`src/fdsu_pkg.sv`:
```
// FP32 only, round to nearest even only; subnormals are not represented in any of these types
package fdsu_pkg;

  // ------------------------------------------------------------
  // widths with a meaning
  // ------------------------------------------------------------
  typedef logic [31:0]        fp32_t;    // raw single-precision value
  typedef logic [23:0]        mant_t;    // mantissa with hidden bit
  typedef logic [25:0]        root_t;    // iteration operand, room for the odd-exponent shift
  typedef logic signed [9:0]  exp_t;     // biased exponent with over/underflow margin
  typedef logic [25:0]        quot_t;    // raw quotient or root, guard bit included
  typedef logic [4:0]         status_t;  // {NV, DZ, OF, UF, NX}

  // operation select
  typedef enum logic {
    OP_DIV  = 1'b0,
    OP_SQRT = 1'b1
  } fdsu_op_e;

  // ------------------------------------------------------------
  // format constants
  // ------------------------------------------------------------
  localparam int unsigned EXP_BIAS   = 127;
  localparam int unsigned ITER_STEPS = 26;            // one result bit per step
  localparam fp32_t       CANON_QNAN = 32'h7fc00000;  // sign 0, quiet bit only

endpackage

```
`src/fdsu_handshake.sv`:
```
// one operation in flight; in_ready_o only in IDLE, result_valid_i must be a single-cycle pulse
`timescale 1ns/100ps

module fdsu_handshake (
  input  logic clk_i,
  input  logic rst_n_i,
  input  logic in_valid_i,
  input  logic result_valid_i,
  input  logic out_ready_i,
  output logic in_ready_o,
  output logic start_o,
  output logic out_valid_o,
  output logic busy_o
);

  typedef enum logic [1:0] {
    IDLE,  // waiting for work
    BUSY,  // classify or iteration running
    DONE   // result registered, downstream stalled
  } hs_state_e;

  hs_state_e state_q, state_d;

  assign in_ready_o = (state_q == IDLE);
  assign start_o    = in_valid_i & in_ready_o;  // high in the acceptance cycle only

  // result is offered in the cycle pack raises it, then held in DONE
  // never looks at out_ready_i
  assign out_valid_o = (state_q == DONE) | ((state_q == BUSY) & result_valid_i);
  assign busy_o      = (state_q != IDLE);

  // ------------------------------------------------------------
  // next state
  // ------------------------------------------------------------
  always_comb begin
    state_d = state_q;
    unique case (state_q)
      IDLE: begin
        if (in_valid_i) state_d = BUSY;  // operands taken this edge
      end
      BUSY: begin
        if (result_valid_i) begin
          state_d = out_ready_i ? IDLE : DONE;  // straight through or park
        end
      end
      DONE: begin
        if (out_ready_i) state_d = IDLE;
      end
      default: state_d = IDLE;
    endcase
  end

  always_ff @(posedge clk_i or negedge rst_n_i) begin
    if (!rst_n_i) begin
      state_q <= IDLE;
    end else begin
      state_q <= state_d;
    end
  end

endmodule

```
`src/fdsu_classify.sv`:
```
// subnormal operands read as zero; operand_b_i is ignored for sqrt; start_i must be one cycle
`timescale 1ns/100ps

module fdsu_classify (
  input  logic               clk_i,
  input  logic               rst_n_i,
  input  logic               start_i,
  input  fdsu_pkg::fdsu_op_e op_i,
  input  fdsu_pkg::fp32_t    operand_a_i,
  input  fdsu_pkg::fp32_t    operand_b_i,
  output logic               special_valid_o,
  output fdsu_pkg::fp32_t    special_result_o,
  output fdsu_pkg::status_t  special_status_o,
  output logic               norm_start_o,
  output fdsu_pkg::fdsu_op_e op_o,
  output logic               sign_o,
  output fdsu_pkg::exp_t     exp_o,
  output fdsu_pkg::root_t    mant_a_o,
  output fdsu_pkg::root_t    mant_b_o
);

  localparam fdsu_pkg::status_t ST_NV = 5'b10000;  // invalid
  localparam fdsu_pkg::status_t ST_DZ = 5'b01000;  // divide by zero

  // returns {zero, inf, qnan, snan}; all clear means normal
  function automatic logic [3:0] op_class(fdsu_pkg::fp32_t x);
    logic exp_ones;
    logic exp_zero;
    exp_ones = &x[30:23];
    exp_zero = ~|x[30:23];  // subnormals land here too
    return {exp_zero, exp_ones & ~|x[22:0], exp_ones & x[22], exp_ones & ~x[22] & |x[22:0]};
  endfunction

  fdsu_pkg::fp32_t    a_q, b_q;  // captured operands
  fdsu_pkg::fdsu_op_e op_q;
  logic               start_q;   // decode cycle marker
  logic               a_zero, a_inf, a_qnan, a_snan, a_nan;
  logic               b_zero, b_inf, b_qnan, b_snan, b_nan;
  logic               sign_div;
  logic               is_special;
  fdsu_pkg::fp32_t    spec_res;
  fdsu_pkg::status_t  spec_st;
  fdsu_pkg::mant_t    ma, mb;
  fdsu_pkg::exp_t     exp_d;
  fdsu_pkg::root_t    mant_a_d;
  logic               sign_d;

  assign {a_zero, a_inf, a_qnan, a_snan} = op_class(a_q);
  assign {b_zero, b_inf, b_qnan, b_snan} = op_class(b_q);
  assign a_nan    = a_qnan | a_snan;
  assign b_nan    = b_qnan | b_snan;
  assign sign_div = a_q[31] ^ b_q[31];
  assign ma       = {1'b1, a_q[22:0]};  // hidden bit restored
  assign mb       = {1'b1, b_q[22:0]};

  // ------------------------------------------------------------
  // special-case table
  // ------------------------------------------------------------
  always_comb begin
    is_special = 1'b1;
    spec_res   = fdsu_pkg::CANON_QNAN;  // default for every NaN outcome
    spec_st    = '0;
    if (op_q == fdsu_pkg::OP_SQRT) begin
      if (a_nan) begin
        spec_st = a_snan ? ST_NV : '0;
      end else if (a_q[31] && !a_zero) begin
        spec_st = ST_NV;  // negative, -inf included
      end else if (a_zero || a_inf) begin
        spec_res = {a_q[31], a_q[30:23], 23'b0};  // +-0 or +inf pass through
      end else begin
        is_special = 1'b0;
      end
    end else begin
      if (a_nan || b_nan) begin
        spec_st = (a_snan || b_snan) ? ST_NV : '0;
      end else if ((a_zero && b_zero) || (a_inf && b_inf)) begin
        spec_st = ST_NV;
      end else if (b_zero && !a_inf) begin
        spec_res = {sign_div, 8'hff, 23'b0};  // x/0, x finite nonzero
        spec_st  = ST_DZ;
      end else if (a_inf) begin
        spec_res = {sign_div, 8'hff, 23'b0};  // inf/finite, no flag
      end else if (a_zero || b_inf) begin
        spec_res = {sign_div, 31'b0};
      end else begin
        is_special = 1'b0;
      end
    end
  end

  // normal path: sign, unrounded exponent, iteration operand
  always_comb begin
    if (op_q == fdsu_pkg::OP_SQRT) begin
      sign_d = 1'b0;
      // floor((ea - bias) / 2) + bias == (ea + bias) >> 1
      exp_d  = fdsu_pkg::exp_t'((10'(a_q[30:23]) + 10'(fdsu_pkg::EXP_BIAS)) >> 1);
      // odd biased exponent means even unbiased one, no pre-shift
      mant_a_d = a_q[23] ? {1'b0, ma, 1'b0} : {ma, 2'b00};
    end else begin
      sign_d   = sign_div;
      exp_d    = fdsu_pkg::exp_t'(10'(a_q[30:23])) - fdsu_pkg::exp_t'(10'(b_q[30:23]))
                 + fdsu_pkg::exp_t'(fdsu_pkg::EXP_BIAS);
      mant_a_d = {2'b00, ma};
    end
  end

  // ------------------------------------------------------------
  // registers
  // ------------------------------------------------------------
  always_ff @(posedge clk_i) begin
    if (start_i) begin
      a_q  <= operand_a_i;
      b_q  <= operand_b_i;
      op_q <= op_i;
    end
  end

  always_ff @(posedge clk_i or negedge rst_n_i) begin
    if (!rst_n_i) begin
      start_q         <= 1'b0;
      special_valid_o <= 1'b0;
      norm_start_o    <= 1'b0;
    end else begin
      start_q         <= start_i;
      special_valid_o <= start_q & is_special;   // exactly one of the two
      norm_start_o    <= start_q & ~is_special;
    end
  end

  always_ff @(posedge clk_i) begin
    if (start_q) begin
      special_result_o <= spec_res;
      special_status_o <= spec_st;
      op_o             <= op_q;
      sign_o           <= sign_d;
      exp_o            <= exp_d;
      mant_a_o         <= mant_a_d;
      mant_b_o         <= {2'b00, mb};  // divisor, unused by sqrt
    end
  end

endmodule

```
`src/fdsu_iter.sv`:
```
// 26 restoring steps, first one in the norm_start_i cycle; op and divisor must hold until done
`timescale 1ns/100ps

module fdsu_iter (
  input  logic               clk_i,
  input  logic               rst_n_i,
  input  logic               norm_start_i,
  input  fdsu_pkg::fdsu_op_e op_i,
  input  fdsu_pkg::root_t    mant_a_i,
  input  fdsu_pkg::root_t    mant_b_i,
  output logic               iter_done_o,
  output fdsu_pkg::quot_t    quot_o,
  output logic               sticky_o
);

  localparam int unsigned REM_W = fdsu_pkg::ITER_STEPS + 2;     // sqrt trial is root plus 2 bits
  localparam int unsigned RAD_W = $bits(fdsu_pkg::root_t);
  localparam int unsigned Q_W   = $bits(fdsu_pkg::quot_t);
  localparam int unsigned CNT_W = $clog2(fdsu_pkg::ITER_STEPS);

  typedef enum logic {
    IDLE,
    RUN
  } iter_state_e;

  iter_state_e      state_q;
  logic [CNT_W-1:0] step_cnt_q;  // steps already done
  logic [REM_W-1:0] rem_q;       // partial remainder, shared by div and sqrt
  fdsu_pkg::root_t  rad_q;       // radicand bits still to bring down
  fdsu_pkg::quot_t  quot_q;      // quotient, or partial root for sqrt

  logic [REM_W-1:0] rem_cur;
  logic [REM_W-1:0] part;
  logic [REM_W-1:0] trial;
  logic [REM_W-1:0] diff;
  logic [REM_W-1:0] rem_nxt;
  fdsu_pkg::root_t  rad_cur;
  fdsu_pkg::quot_t  quot_cur;
  logic             step_en;
  logic             take;
  logic             last_step;

  assign step_en   = norm_start_i | (state_q == RUN);
  assign last_step = (state_q == RUN) && (step_cnt_q == CNT_W'(fdsu_pkg::ITER_STEPS - 1));

  // ------------------------------------------------------------
  // one step: start values come straight from the inputs
  // ------------------------------------------------------------
  always_comb begin
    if (norm_start_i) begin
      rem_cur  = (op_i == fdsu_pkg::OP_DIV) ? REM_W'(mant_a_i) : '0;  // dividend or empty
      rad_cur  = mant_a_i;
      quot_cur = '0;
    end else begin
      rem_cur  = rem_q;
      rad_cur  = rad_q;
      quot_cur = quot_q;
    end

    if (op_i == fdsu_pkg::OP_SQRT) begin
      // bring down the next radicand pair; rem < 2^26 here so top bits are zero
      part  = {rem_cur[REM_W-3:0], rad_cur[RAD_W-1 -: 2]};
      trial = {quot_cur, 2'b01};  // 4r + 1
    end else begin
      part  = rem_cur;
      trial = REM_W'(mant_b_i);   // divisor
    end

    take = (part >= trial);                 // result bit
    diff = take ? part - trial : part;      // restore by not subtracting
    rem_nxt = (op_i == fdsu_pkg::OP_SQRT) ? diff : {diff[REM_W-2:0], 1'b0};
  end

  // ------------------------------------------------------------
  // control
  // ------------------------------------------------------------
  always_ff @(posedge clk_i or negedge rst_n_i) begin
    if (!rst_n_i) begin
      state_q     <= IDLE;
      step_cnt_q  <= '0;
      iter_done_o <= 1'b0;
    end else begin
      iter_done_o <= last_step;  // raised with the final bit in place
      if (norm_start_i) begin
        state_q    <= RUN;
        step_cnt_q <= CNT_W'(1);  // first step taken on this edge
      end else if (last_step) begin
        state_q <= IDLE;
      end else if (state_q == RUN) begin
        step_cnt_q <= step_cnt_q + 1'b1;
      end
    end
  end

  // datapath
  always_ff @(posedge clk_i) begin
    if (step_en) begin
      rem_q  <= rem_nxt;
      rad_q  <= {rad_cur[RAD_W-3:0], 2'b00};
      quot_q <= {quot_cur[Q_W-2:0], take};
    end
    if (last_step) begin
      sticky_o <= |diff;  // anything left over below the guard bit
    end
  end

  assign quot_o = quot_q;

endmodule

```
`src/fdsu_pack.sv`:
```
// RNE only; results below the normal range flush to signed zero, result_o holds until next pulse
`timescale 1ns/100ps

module fdsu_pack (
  input  logic              clk_i,
  input  logic              rst_n_i,
  input  logic              special_valid_i,
  input  fdsu_pkg::fp32_t   special_result_i,
  input  fdsu_pkg::status_t special_status_i,
  input  logic              iter_done_i,
  input  fdsu_pkg::quot_t   quot_i,
  input  logic              sticky_i,
  input  logic              sign_i,
  input  fdsu_pkg::exp_t    exp_i,
  output logic              result_valid_o,
  output fdsu_pkg::fp32_t   result_o,
  output fdsu_pkg::status_t status_o
);

  localparam fdsu_pkg::exp_t    EXP_INF = fdsu_pkg::exp_t'(2 * fdsu_pkg::EXP_BIAS + 1);
  localparam fdsu_pkg::status_t ST_OF   = 5'b00100;
  localparam fdsu_pkg::status_t ST_UF   = 5'b00010;
  localparam fdsu_pkg::status_t ST_NX   = 5'b00001;

  fdsu_pkg::mant_t   mant;        // 1.f before rounding
  logic              guard;
  logic              sticky_all;
  logic              round_up;
  logic              inexact;
  logic [24:0]       mant_rnd;    // bit 24 is the rounding carry
  fdsu_pkg::exp_t    exp_norm;
  fdsu_pkg::exp_t    exp_rnd;
  fdsu_pkg::fp32_t   norm_result;
  fdsu_pkg::status_t norm_status;

  // ------------------------------------------------------------
  // normalize, round, range check
  // ------------------------------------------------------------
  always_comb begin
    if (quot_i[25]) begin
      mant       = quot_i[25:2];
      guard      = quot_i[1];
      sticky_all = quot_i[0] | sticky_i;
      exp_norm   = exp_i;
    end else begin
      // quotient below 1, one place left; sqrt never lands here
      mant       = quot_i[24:1];
      guard      = quot_i[0];
      sticky_all = sticky_i;
      exp_norm   = exp_i - fdsu_pkg::exp_t'(1);
    end

    round_up = guard & (sticky_all | mant[0]);  // ties to even
    inexact  = guard | sticky_all;
    mant_rnd = {1'b0, mant} + 25'(round_up);
    exp_rnd  = exp_norm + fdsu_pkg::exp_t'(mant_rnd[24]);

    if (exp_rnd >= EXP_INF) begin
      norm_result = {sign_i, 8'hff, 23'b0};
      norm_status = ST_OF | ST_NX;
    end else if (exp_rnd <= fdsu_pkg::exp_t'(0)) begin
      norm_result = {sign_i, 31'b0};  // flush to zero
      norm_status = ST_UF | ST_NX;
    end else begin
      // on carry the fraction bits are already zero
      norm_result = {sign_i, exp_rnd[7:0], mant_rnd[22:0]};
      norm_status = inexact ? ST_NX : '0;
    end
  end

  // ------------------------------------------------------------
  // result register
  // ------------------------------------------------------------
  always_ff @(posedge clk_i or negedge rst_n_i) begin
    if (!rst_n_i) begin
      result_valid_o <= 1'b0;
    end else begin
      result_valid_o <= special_valid_i | iter_done_i;
    end
  end

  always_ff @(posedge clk_i) begin
    if (special_valid_i) begin
      result_o <= special_result_i;
      status_o <= special_status_i;
    end else if (iter_done_i) begin
      result_o <= norm_result;
      status_o <= norm_status;
    end
  end

endmodule

```
`src/fdsu_top.sv`:
```
// FP32 div/sqrt, RNE, no subnormals; one operation at a time, new input only after result transfer
`timescale 1ns/100ps

module fdsu_top (
  input  logic               clk_i,
  input  logic               rst_n_i,
  input  logic               in_valid_i,
  input  fdsu_pkg::fdsu_op_e op_i,
  input  fdsu_pkg::fp32_t    operand_a_i,
  input  fdsu_pkg::fp32_t    operand_b_i,  // ignored for sqrt
  input  logic               out_ready_i,
  output logic               in_ready_o,
  output logic               out_valid_o,
  output fdsu_pkg::fp32_t    result_o,
  output fdsu_pkg::status_t  status_o,
  output logic               busy_o
);

  logic               start;           // acceptance pulse
  logic               special_valid;
  fdsu_pkg::fp32_t    special_result;
  fdsu_pkg::status_t  special_status;
  logic               norm_start;
  fdsu_pkg::fdsu_op_e iter_op;
  logic               norm_sign;
  fdsu_pkg::exp_t     norm_exp;
  fdsu_pkg::root_t    mant_a;
  fdsu_pkg::root_t    mant_b;
  logic               iter_done;
  fdsu_pkg::quot_t    quot;
  logic               sticky;
  logic               result_valid;

  fdsu_handshake handshake_inst (
    .clk_i          (clk_i),
    .rst_n_i        (rst_n_i),
    .in_valid_i     (in_valid_i),
    .result_valid_i (result_valid),
    .out_ready_i    (out_ready_i),
    .in_ready_o     (in_ready_o),
    .start_o        (start),
    .out_valid_o    (out_valid_o),
    .busy_o         (busy_o)
  );

  fdsu_classify classify_inst (
    .clk_i            (clk_i),
    .rst_n_i          (rst_n_i),
    .start_i          (start),
    .op_i             (op_i),
    .operand_a_i      (operand_a_i),
    .operand_b_i      (operand_b_i),
    .special_valid_o  (special_valid),
    .special_result_o (special_result),
    .special_status_o (special_status),
    .norm_start_o     (norm_start),
    .op_o             (iter_op),
    .sign_o           (norm_sign),
    .exp_o            (norm_exp),
    .mant_a_o         (mant_a),
    .mant_b_o         (mant_b)
  );

  fdsu_iter iter_inst (
    .clk_i        (clk_i),
    .rst_n_i      (rst_n_i),
    .norm_start_i (norm_start),
    .op_i         (iter_op),
    .mant_a_i     (mant_a),
    .mant_b_i     (mant_b),
    .iter_done_o  (iter_done),
    .quot_o       (quot),
    .sticky_o     (sticky)
  );

  fdsu_pack pack_inst (
    .clk_i            (clk_i),
    .rst_n_i          (rst_n_i),
    .special_valid_i  (special_valid),
    .special_result_i (special_result),
    .special_status_i (special_status),
    .iter_done_i      (iter_done),
    .quot_i           (quot),
    .sticky_i         (sticky),
    .sign_i           (norm_sign),
    .exp_i            (norm_exp),
    .result_valid_o   (result_valid),
    .result_o         (result_o),
    .status_o         (status_o)
  );

endmodule

```
`config.mk`:
```
export PLATFORM = sky130hd
export DESIGN_NAME = fdsu_top
export DESIGN_NICKNAME = d
export VERILOG_FILES = /design/src/fdsu_pkg.sv /design/src/fdsu_handshake.sv /design/src/fdsu_classify.sv /design/src/fdsu_iter.sv /design/src/fdsu_pack.sv /design/src/fdsu_top.sv
export SDC_FILE = /design/constraint.sdc
export NUM_CORES = 1
export LEC_CHECK = 0
export BUFFER_PORTS_ARGS = -buffer_cell sky130_fd_sc_hd__buf_2
export CELL_PAD_IN_SITES_DETAIL_PLACEMENT = 1
export CELL_PAD_IN_SITES_GLOBAL_PLACEMENT = 1
export CORE_MARGIN = 2
export CORE_UTILIZATION = 30
export CTS_BUF_LIST = sky130_fd_sc_hd__clkbuf_16
export DETAILED_ROUTE_END_ITERATION = 8
export GPL_TIMING_DRIVEN = 0
export HOLD_SLACK_MARGIN = 0.06
export PLACE_DENSITY_LB_ADDON = 0.1
export RECOVER_POWER = 25
export SLEW_MARGIN = 20
export SYNTH_ARGS = -nofsm -noshare
export SYNTH_HDL_FRONTEND = slang
export SYNTH_SLANG_ARGS = --single-unit
```
`constraint.sdc`:
```
create_clock -name clk_i -period 10.8 [get_ports clk_i]
set_input_delay 0 -clock clk_i [delete_from_list [all_inputs] [get_ports clk_i]]
set_output_delay 0 -clock clk_i [all_outputs]
set_load 0.01 [all_outputs]
```
After elaboration in Yosys (flattened, before gate mapping). Cells that the tools add are included.

Register bits after elaboration: 292. Input port bits: 69. Word-level logic and storage cells: 160.

Add/sub/neg operators: 8. Order comparisons: 3. Eq/ne operators: 7. Mux-type cells: 60. Bitwise gates (word level): 25. Reductions and logical operators: 29.

Operators by type and width (number): two-way mux 32 bit (11); two-way mux 28 bit (5); two-way mux 26 bit (4); two-way mux 5 bit (14); two-way mux 31 bit (2); OR reduction 23 bit (2); greater-or-equal comparator 28 bit (1); OR reduction 28 bit (1); subtractor 28 bit (1); adder 24 x 1 -> 25 bit (1); two-way mux 24 bit (1); two-way mux 23 bit (1); AND reduction 8 bit (2); OR reduction 8 bit (2); two-way mux 1 bit (14); AND 1 bit (13); adder 10 x 2 -> 10 bit (1); adder 9 x 8 -> 10 bit (second input constant) (1); greater-or-equal comparator 10 x 9 -> 1 bit (second input constant) (1); <= comparator 10 x 1 -> 1 bit (second input constant) (1); two-way mux 10 bit (1); subtractor 10 x 2 -> 10 bit (second input constant) (1); adder 8 x 7 -> 9 bit (second input constant) (1); two-way mux 9 bit (1); 20 further kinds (49).

Longest topological paths before layout. Gate-level depths: netlist of run 1.

Word-level depth: 12. Depth in mapped cells: 27. Mapped depth without buffers: 21.

Hierarchy. From an unflattened synthesis of run 1, not the netlist that was laid out.

Cells, all modules: 1438. Area, all modules: 16019.1 µm².

By module, submodules not included: fdsu_iter (instances 1, cells each 608, area each 6301.0 µm², sequential area each 2547.4 µm²); fdsu_classify (instances 1, cells each 455, area each 6236.0 µm², sequential area each 4219.0 µm²); fdsu_pack (instances 1, cells each 363, area each 3372.0 µm², sequential area each 1136.1 µm²); fdsu_handshake (instances 1, cells each 12, area each 110.1 µm², sequential area each 50.0 µm²).

Worst setup path before layout of run 1. No wires, ideal clock.

Path type: register -> register. Start point: reg iter_inst.quot_q[25] (netlist: iter_inst.quot_o[25]). End point: reg pack_inst.result_o[11], data pin. Setup time: 257 ps. Arrival: 5644 ps. Required time: 10543 ps. Path slack: 4899 ps. Cell stages (with the launch flop): 28. Period minus slack after synthesis: 5901 ps. Cells stage by stage: edfxtp_1 buf_6 buf_2 clkbuf_1 clkbuf_1 mux2i_1 nor2b_1 ha_1 nand3_1 a2111oi_0 nand3_1 a211oi_1 nand4_1 nor3_1 nand2_1 nor2_1 ha_1 ha_1 xnor2_1 inv_1 nor4_1 a31oi_1 or3_1 a21oi_1 or3_1 buf_2 buf_2 nor2_1.

Longest elaborated chain between the ends: 10.

Ends and longest elaborated chain: start: declaration (line fdsu_iter.sv:30) `fdsu_pkg::quot_t quot_q;`; start signal: assignment (line fdsu_iter.sv:100) `quot_q <= {quot_cur[Q_W-2:0], take};`; two-way mux 1 bit or two-way mux 24 bit (tied branches) (line fdsu_pack.sv:40) `if (quot_i[25]) begin`; OR 1 bit (line fdsu_pack.sv:53) `round_up = guard & (sticky_all | mant[0]);`; AND 1 bit (line fdsu_pack.sv:53); adder 24 x 1 -> 25 bit (line fdsu_pack.sv:55) `mant_rnd = {1'b0, mant} + 25'(round_up);`; adder 10 x 2 -> 10 bit (line fdsu_pack.sv:56) `exp_rnd = exp_norm + fdsu_pkg::exp_t'(mant_rnd[24]);`; <= comparator 10 x 1 -> 1 bit (line fdsu_pack.sv:61) `end else if (exp_rnd <= fdsu_pkg::exp_t'(0)) begin`; two-way mux 31 bit (line fdsu_pack.sv:61); two-way mux 31 bit * (line fdsu_pack.sv:58) `if (exp_rnd >= EXP_INF) begin`; two-way mux 32 bit * (line fdsu_pack.sv:86) `end else if (iter_done_i) begin`; two-way mux 32 bit * (line fdsu_pack.sv:83) `if (special_valid_i) begin`; end signal: assignment (line fdsu_pack.sv:84) `result_o <= special_result_i;`; end signal: assignment (line fdsu_pack.sv:87) `result_o <= norm_result;`; end: declaration (line fdsu_pack.sv:16) `output fdsu_pkg::fp32_t result_o,`.

Every way passes the cells marked *; elsewhere a longest branch is shown, timed or not. The select of a mux whose other input is x is not followed. A chain may end at the register's enable or synchronous reset.

Worst setup path after layout of run 1.
Start point: reg iter_inst.quot_q[25] (netlist: iter_inst.quot_o[25]). End point: reg pack_inst.result_o[6], data pin.

The elaborated chain is that of the path after synthesis.

==> metrics.txt, run 1 <==
TritonCTS clock tree=done; Initial DRT Pass Iterations=5; port buffer count=between 100 and 150; CTS Buf Count=34; remaining antenna violation count=0; worst reg2reg path depth=27; # diodes=0; via count=between 10000 and 15000; Final Util=0.365; final cell count without fillers=between 2000 and 2500; layout cells sized above 1=0.0873; dpl hpwl=~34 mm; EDFF count, synth=254; Peak Freq=128 MHz; IO Pins=around 110; Synth Flop Type=edfxtp_1; Compound-Gate Fraction of Synth Area=0.117; DR iter-0 viols=around 500; distinct cell type count after synthesis=between 70 and 80; die height=approximately 230 um; relative slew slack=0.291; Worst-path clk slew=50 ps; Pwr Density=around 280 nW/um2; Startpoint Class=flop; Initial Util=0.302; CORE AREA=~50000 um2; CTS max path bufs=3; total wire length=45.5 mm; Post-Synth XOR/XNOR Area=0.0500; CTS sink cnt=between 200 and 300; CTS resizes=0; Reg area=7950 um2; drt drc=0; synthesized net count=between 1500 and 2000; fin nets=1718; post-synthesis sequential area ratio=0.529; Final Max Slew Viols=0; later-pin clock latency in the skew report=about 550 ps; standard-cell rows=slightly above 80; Fillers=~5500; worst-path fanout max=10; number of global-route vias before repair=approximately 12000; Worst Slack Setup Final=roughly 3000 ps; measured slew at the worst slew-check pin=1040 ps; Synth Instances=about 1400; Yosys reg bits=between 200 and 300; adder-cell area share of the yosys netlist=0.0410; DR WL/cell=between 15 and 20 um; global-route wire length before repair=about 70 mm; largest family of logic cells by synthesized area=simple AND/OR/NAND/NOR gates; WHS Path Cells=3; Worst Path Required=around 11000 ps; Synth async-reset ratio=0.0487; initial antenna violation count=0; Synth Warn #=0; Clock Skew=roughly 13 ps; largest net degree at the start of global routing=60; post-synthesis mux area share=0.0811; WS Path Type=reg -> reg; Cells after DPL=about 2200; Pleak=around 6.8 nW; worst path arrival time=8090 ps; syn avg cell area=about 11 um2; total of max-cap violations=0; area of the multi-input gates=~6500 um2; Hold Buf Count CTS=around 70; die width=around 230 um; Die Footprint=~52000 um2; status=completed; cell area after synthesis=15000 um2; Root Driver=clkbuf_16; placer congestion estimate=0.836; Area growth syn-to-layout=20.8%; Peak supply drop=0.126 mV; min Tclk post-route=between 7000 and 8000 ps; RSZ-0062 raised after global routing=no; Final Hold Fails=0; H-Tree Depth=2; class of the worst hold path=in -> reg; Crit. End Element=flop; pre-CTS setup slack=2960 ps; Tot Pwr=between 5 and 6 mW; Simple-Gate Fraction of Synth Area=0.146; count of final setup violators=0; Via-to-Cell Ratio=roughly 4.9; Tcrit/Tclk final=0.722; post-CTS setup buffers=0; gr usage total=0.174; Overflow after GRT=0; setup TNS=0 ps
[per-stage QoR]
stage / hold slack (ps) / instance area, um2
2_1_floorplan: -296 / 15000
3_3_place_gp: -80.1 / 16400
3_5_place_dp: -76.3 / 16500
4_1_cts: 109 / 18200
5_1_grt: 114 / 18200
6_report: 136 / 18200
[cells in the final DEF, fill, tap and decap left out, drive strengths merged, types with 46 or more instances in the layout]
| cell type | n |
|---|---|
| edfxtp | 254 |
| clkbuf | 129 |
| nand2 | 127 |
| nor2 | 123 |
| mux2i | 115 |
| a21oi | 85 |
| inv | 83 |
| buf | 83 |
| o21ai | 76 |
| dlygate4sd3 | 69 |
| xnor2 | 48 |
| ha | 46 |
[worst paths after layout]
check,from,endpoint,slack [ps]
max in group asynchronous,rst_n_i,classify_inst.special_valid_o,9770
min reg2reg,classify_inst.b_q[3],classify_inst.mant_b_o[3],460
min,out_ready_i,handshake_inst.state_q[1],140
min in group asynchronous,rst_n_i,handshake_inst.state_q[1],590
max reg2reg,iter_inst.quot_o[25],pack_inst.result_o[6],3000
max,iter_inst.quot_o[25],pack_inst.result_o[6],3000
[area by class of cell]
cell class / instances / share of cell area
tap: 672 / 0.0463
timing repair buffer: 180 / 0.0689
clock inverter: 28 / 0.0101
clock buffer: 34 / 0.0468
buffer: 67 / 0.0149
sequential: 267 / 0.438
inverter: 70 / 0.0145
multi-input combinational: 981 / 0.361
[cells by family after synthesis]
| family | count (synthesis) |
|---|---|
| buf+inv | 137 |
| xor+xnor | 84 |
| mux | 119 |
| simple gates | 448 |
| compound gates | 282 |
| fa+ha+maj | 48 |
| flops | 267 |
[routing by layer]
layer	share of wire	wire length, um	track usage
met1	0.48	21900	0.237
met2	0.47	21200	0.291
met3	0.031	1410	0.0255
met4	0.022	983	0.0454
met5	0	0	0
[synth_stat cells (5+ instances only)]
library cell  instances  area share
edfxtp_1            254        0.51
nand2_1             127       0.032
nor2_1              122       0.030
mux2i_1             115       0.077
a21oi_1              85       0.028
o21ai_0              74       0.025
inv_1                68       0.017
clkbuf_1             51       0.013
xnor2_1              47       0.027
ha_1                 46       0.038
nor2b_1              36       0.015
xor2_1               35       0.020
nand3_1              27      0.0090
nor3_1               24      0.0080
nor4_1               24       0.010
o22ai_1              22      0.0092
a21o_1               20       0.010
nand4_1              15      0.0062
dfrtp_1              13       0.022
o31ai_1              13      0.0065
and2_1               12      0.0050
nand2b_1             12      0.0050
buf_1                11      0.0027
and3_1                9      0.0037
a31oi_1               8      0.0033
a21boi_0              7      0.0035
nor3b_1               7      0.0035
or3_1                 6      0.0025
a211oi_2              5      0.0042
o21bai_1              5      0.0025
or2_2                 5      0.0021
[sequential cells by signal, indices dropped and copies added (netlist names), 2 cells and up]
signal	flops
classify_inst.a_q	32
classify_inst.b_q	32
classify_inst.exp_o	10
classify_inst.mant_a_o	26
classify_inst.mant_b_o	23
classify_inst.special_result_o	10
classify_inst.special_status_o	2
handshake_inst.state_q	2
iter_inst.quot_o	26
iter_inst.rad_q	24
iter_inst.rem_q	28
iter_inst.step_cnt_q	5
pack_inst.result_o	32
pack_inst.status_o	5
[power by group]
part / internal (mW) / switching (mW) / leakage (nW)
registers: 1.51 / 0.189 / 2.51
logic: 0.867 / 1.54 / 3.72
clock network: 0.603 / 0.460 / 0.560
total: 2.98 / 2.19 / 6.79
[critical path, cell delays in order, from the launching register on]
cell and delay [ps]:
edfxtp_1 340, buf_6 140, buf_2 230, clkbuf_1 350
clkbuf_1 520, mux2i_1 150, nor2b_1 130, ha_1 210
nand3_1 160, a2111oi_0 940, nand3_1 290, a211oi_1 420
nand4_1 240, nor3_1 430, nand2_1 160, nor2_1 220
ha_1 220, ha_1 220, xnor2_1 130, inv_1 90
nor4_1 240, a31oi_1 130, or3_1 370, a21oi_1 470
or3_1 190, buf_2 200, buf_2 250, nor2_1 70
Power figures use the tool's default switching activity.
==> inputs of run 2 (changes only) <==
clock period = 7.88 ns   (was 10.8 ns; I/O delays follow)
==> run 2 against run 1 <==
Effect of this change:
- routed wire length is essentially flat
- clock power is 38% higher
- utilization barely moved
- highest routed layer unchanged
- largest power group unchanged
- clock-buffer cell count stayed put
==> metrics.txt, run 2 (synthesized netlist as in run 1, its figures left out) <==
status=completed (unchanged); total of max-cap violations=0 (unchanged); Crit-path slowest cell=buf_1 (was a2111oi_0); Via-to-Cell Ratio=4.92 (was 4.91); dpl hpwl=34.2 mm (unchanged); standard-cell rows=82 (unchanged); critical-path cell list=buf_1, clkbuf_1, buf_1, clkbuf_2, clkinv_1, clkbuf_1, nand2_1, inv_1, fa_1, nand2b_1, a211oi_1, o21ai_0, a21boi_0, o21ai_1, clkinv_1, buf_1, buf_1, mux2i_1, mux2i_1; layout cells sized above 1=0.0904 (was 0.0873); Die Footprint=51900 um2 (unchanged); total wire length=45.5 mm (about the same); Overflow after GRT=0 (unchanged); relative slew slack=0.350 (was 0.291); port buffer count=108 (unchanged); gr usage total=0.174 (unchanged); WS Path Type=reg -> reg (unchanged); initial antenna violation count=0 (unchanged); die width=228 um (unchanged); via count=11300 (about the same); global-route wire length before repair=70.4 mm (unchanged); Fillers=5516 (was 5517); remaining antenna violation count=0 (unchanged); count of final setup violators=0 (unchanged); number of global-route vias before repair=11800 (unchanged); Area growth syn-to-layout=20.9% (was 20.8%); min Tclk post-route=7240 ps (was 7800 ps); CTS sink cnt=267 (unchanged); fin nets=1718 (unchanged); Final Hold Fails=0 (unchanged); later-pin clock latency in the skew report=550 ps (about the same); Worst Path Required=8130 ps (was 11090 ps); worst path arrival time=7490 ps (was 8090 ps); # diodes=0 (unchanged); CORE AREA=49800 um2 (unchanged); Pleak=6.80 nW (was 6.79 nW); DR WL/cell=19.8 um (about the same); class of the worst hold path=in -> reg (unchanged); slowest stage delay, CP=550 ps (was 940 ps); Peak Freq=138 MHz (was 128 MHz); measured slew at the worst slew-check pin=975 ps (was 1040 ps); worst-path fanout max=10 (unchanged); Crit. End Element=flop (unchanged); die height=228 um (unchanged); CTS Buf Count=34 (unchanged); IO Pins=109 (unchanged); Tcrit/Tclk final=0.919 (was 0.722); CTS max path bufs=3 (unchanged); Final Max Slew Viols=0 (unchanged); Worst-path clk slew=60 ps (was 50 ps); Initial Util=0.302 (unchanged); commonest cells after routing, fill and taps aside=edfxtp_1 (254), nand2_1 (127), nor2_1 (122), mux2i_1 (115), clkbuf_1 (92) (was edfxtp_1 (254), nand2_1 (127), nor2_1 (122), mux2i_1 (115), clkbuf_1 (95)); DR iter-0 viols=515 (was 501); commonest non-fill, non-tap cell in the layout=edfxtp_1 (unchanged); Root Driver=clkbuf_16 (unchanged); Final Util=0.365 (about the same); Peak supply drop=0.172 mV (was 0.126 mV); H-Tree Depth=2 (unchanged); cell mode on critical path=buf_1; Clock Skew=13.8 ps (was 13.5 ps); biggest regs=classify_inst.a_q: 32 flops, classify_inst.b_q: 32 flops, pack_inst.result_o: 32 flops (unchanged); placer congestion estimate=0.836 (unchanged); Pwr Density=390 nW/um2 (was 285 nW/um2); setup TNS=0 ps (unchanged); TritonCTS clock tree=done (unchanged); drt drc=0 (unchanged); largest net degree at the start of global routing=60 (unchanged); Startpoint Class=flop (unchanged); RSZ-0062 raised after global routing=no (unchanged); Initial DRT Pass Iterations=5 (unchanged)
[run 2: cell types whose count changed in the layout (fill, tap and decap cells not counted)]
cell       delta
clkbuf_2      +3
a2111oi_2     +1
a21oi_1       -1
clkbuf_1      -3
a2111oi_0     -1
a21oi_2       +1
[run 2: worst paths after layout]
check                                                 to                  from  slack, ps  cells after the start
setup / recovery                     iter_inst.rem_q[15]    classify_inst.op_o        640                     19
hold / removal                 handshake_inst.state_q[1]           out_ready_i        140                      3
setup reg to reg                     iter_inst.rem_q[15]    classify_inst.op_o        640                     19
hold reg to reg                classify_inst.mant_b_o[3]  classify_inst.b_q[3]        460                      0
max in group asynchronous  classify_inst.special_valid_o               rst_n_i       6850                      3
min in group asynchronous      handshake_inst.state_q[1]               rst_n_i        590                      3
[run 2: where the power goes]
part           leakage, nW  total, mW  internal (mW)  switching [mW]
sequential            2.51       2.33           2.07           0.260
combinational         3.73       3.31           1.19            2.12
clock                0.560       1.46          0.827           0.631
[run 2: through the flow]
| step | hold WS (ps) | total power, mW | setup slack (ps) | std cells | area, um2 |
|---|---|---|---|---|---|
| 2_1_floorplan | -296 | 4.57 | 1980 | 1385 | 15000 |
| 3_3_place_gp | -80.1 | 5.59 | 112 | 2165 | 16400 |
| 3_5_place_dp | -76.3 | 5.62 | 36.0 | 2168 | 16500 |
| 4_1_cts | 109 | 7.16 | 40.5 | 2299 | 18200 |
| 5_1_grt | 114 | 7.60 | 106 | 2299 | 18200 |
| 6_report | 136 | 7.09 | 639 | 2299 | 18200 |
[run 2: area by class of cell]
cell class              instances  area [um2]  area share
flip-flops and latches        267        7950       0.438
well taps                     672         841      0.0463
clock buffers                  34         851      0.0468
inverters                      70         263      0.0145
plain buffers                  67         274      0.0151
multi-input cells             981        6560       0.361
clock inverters                28         184      0.0101
repair buffers                180        1250      0.0688
[run 2: routing by layer]
| metal | routed length [um] | global-route usage |
|---|---|---|
| met1 | 21900 | 0.237 |
| met2 | 21300 | 0.291 |
| met3 | 1370 | 0.0255 |
| met4 | 983 | 0.0454 |
| met5 | 0 | 0 |
[run 2: repair_timing]
action,CTS,global route
resized for setup,0,9
setup endpoints to repair,0,49
buffers inserted,0,0
endpoints found under the hold margin,94,0
hold buffers,69,0
[run 2: critical path, delay by kind of cell (launching register included)]
| kind | cells | cell delay (ps) |
|---|---|---|
| AOI/OAI and AO/OA | 4 | 1450 |
| adders and majority gates | 1 | 430 |
| buffers and inverters | 10 | 3770 |
| DFF | 1 | 370 |
| muxes | 2 | 500 |
| and+or+nand+nor | 2 | 420 |
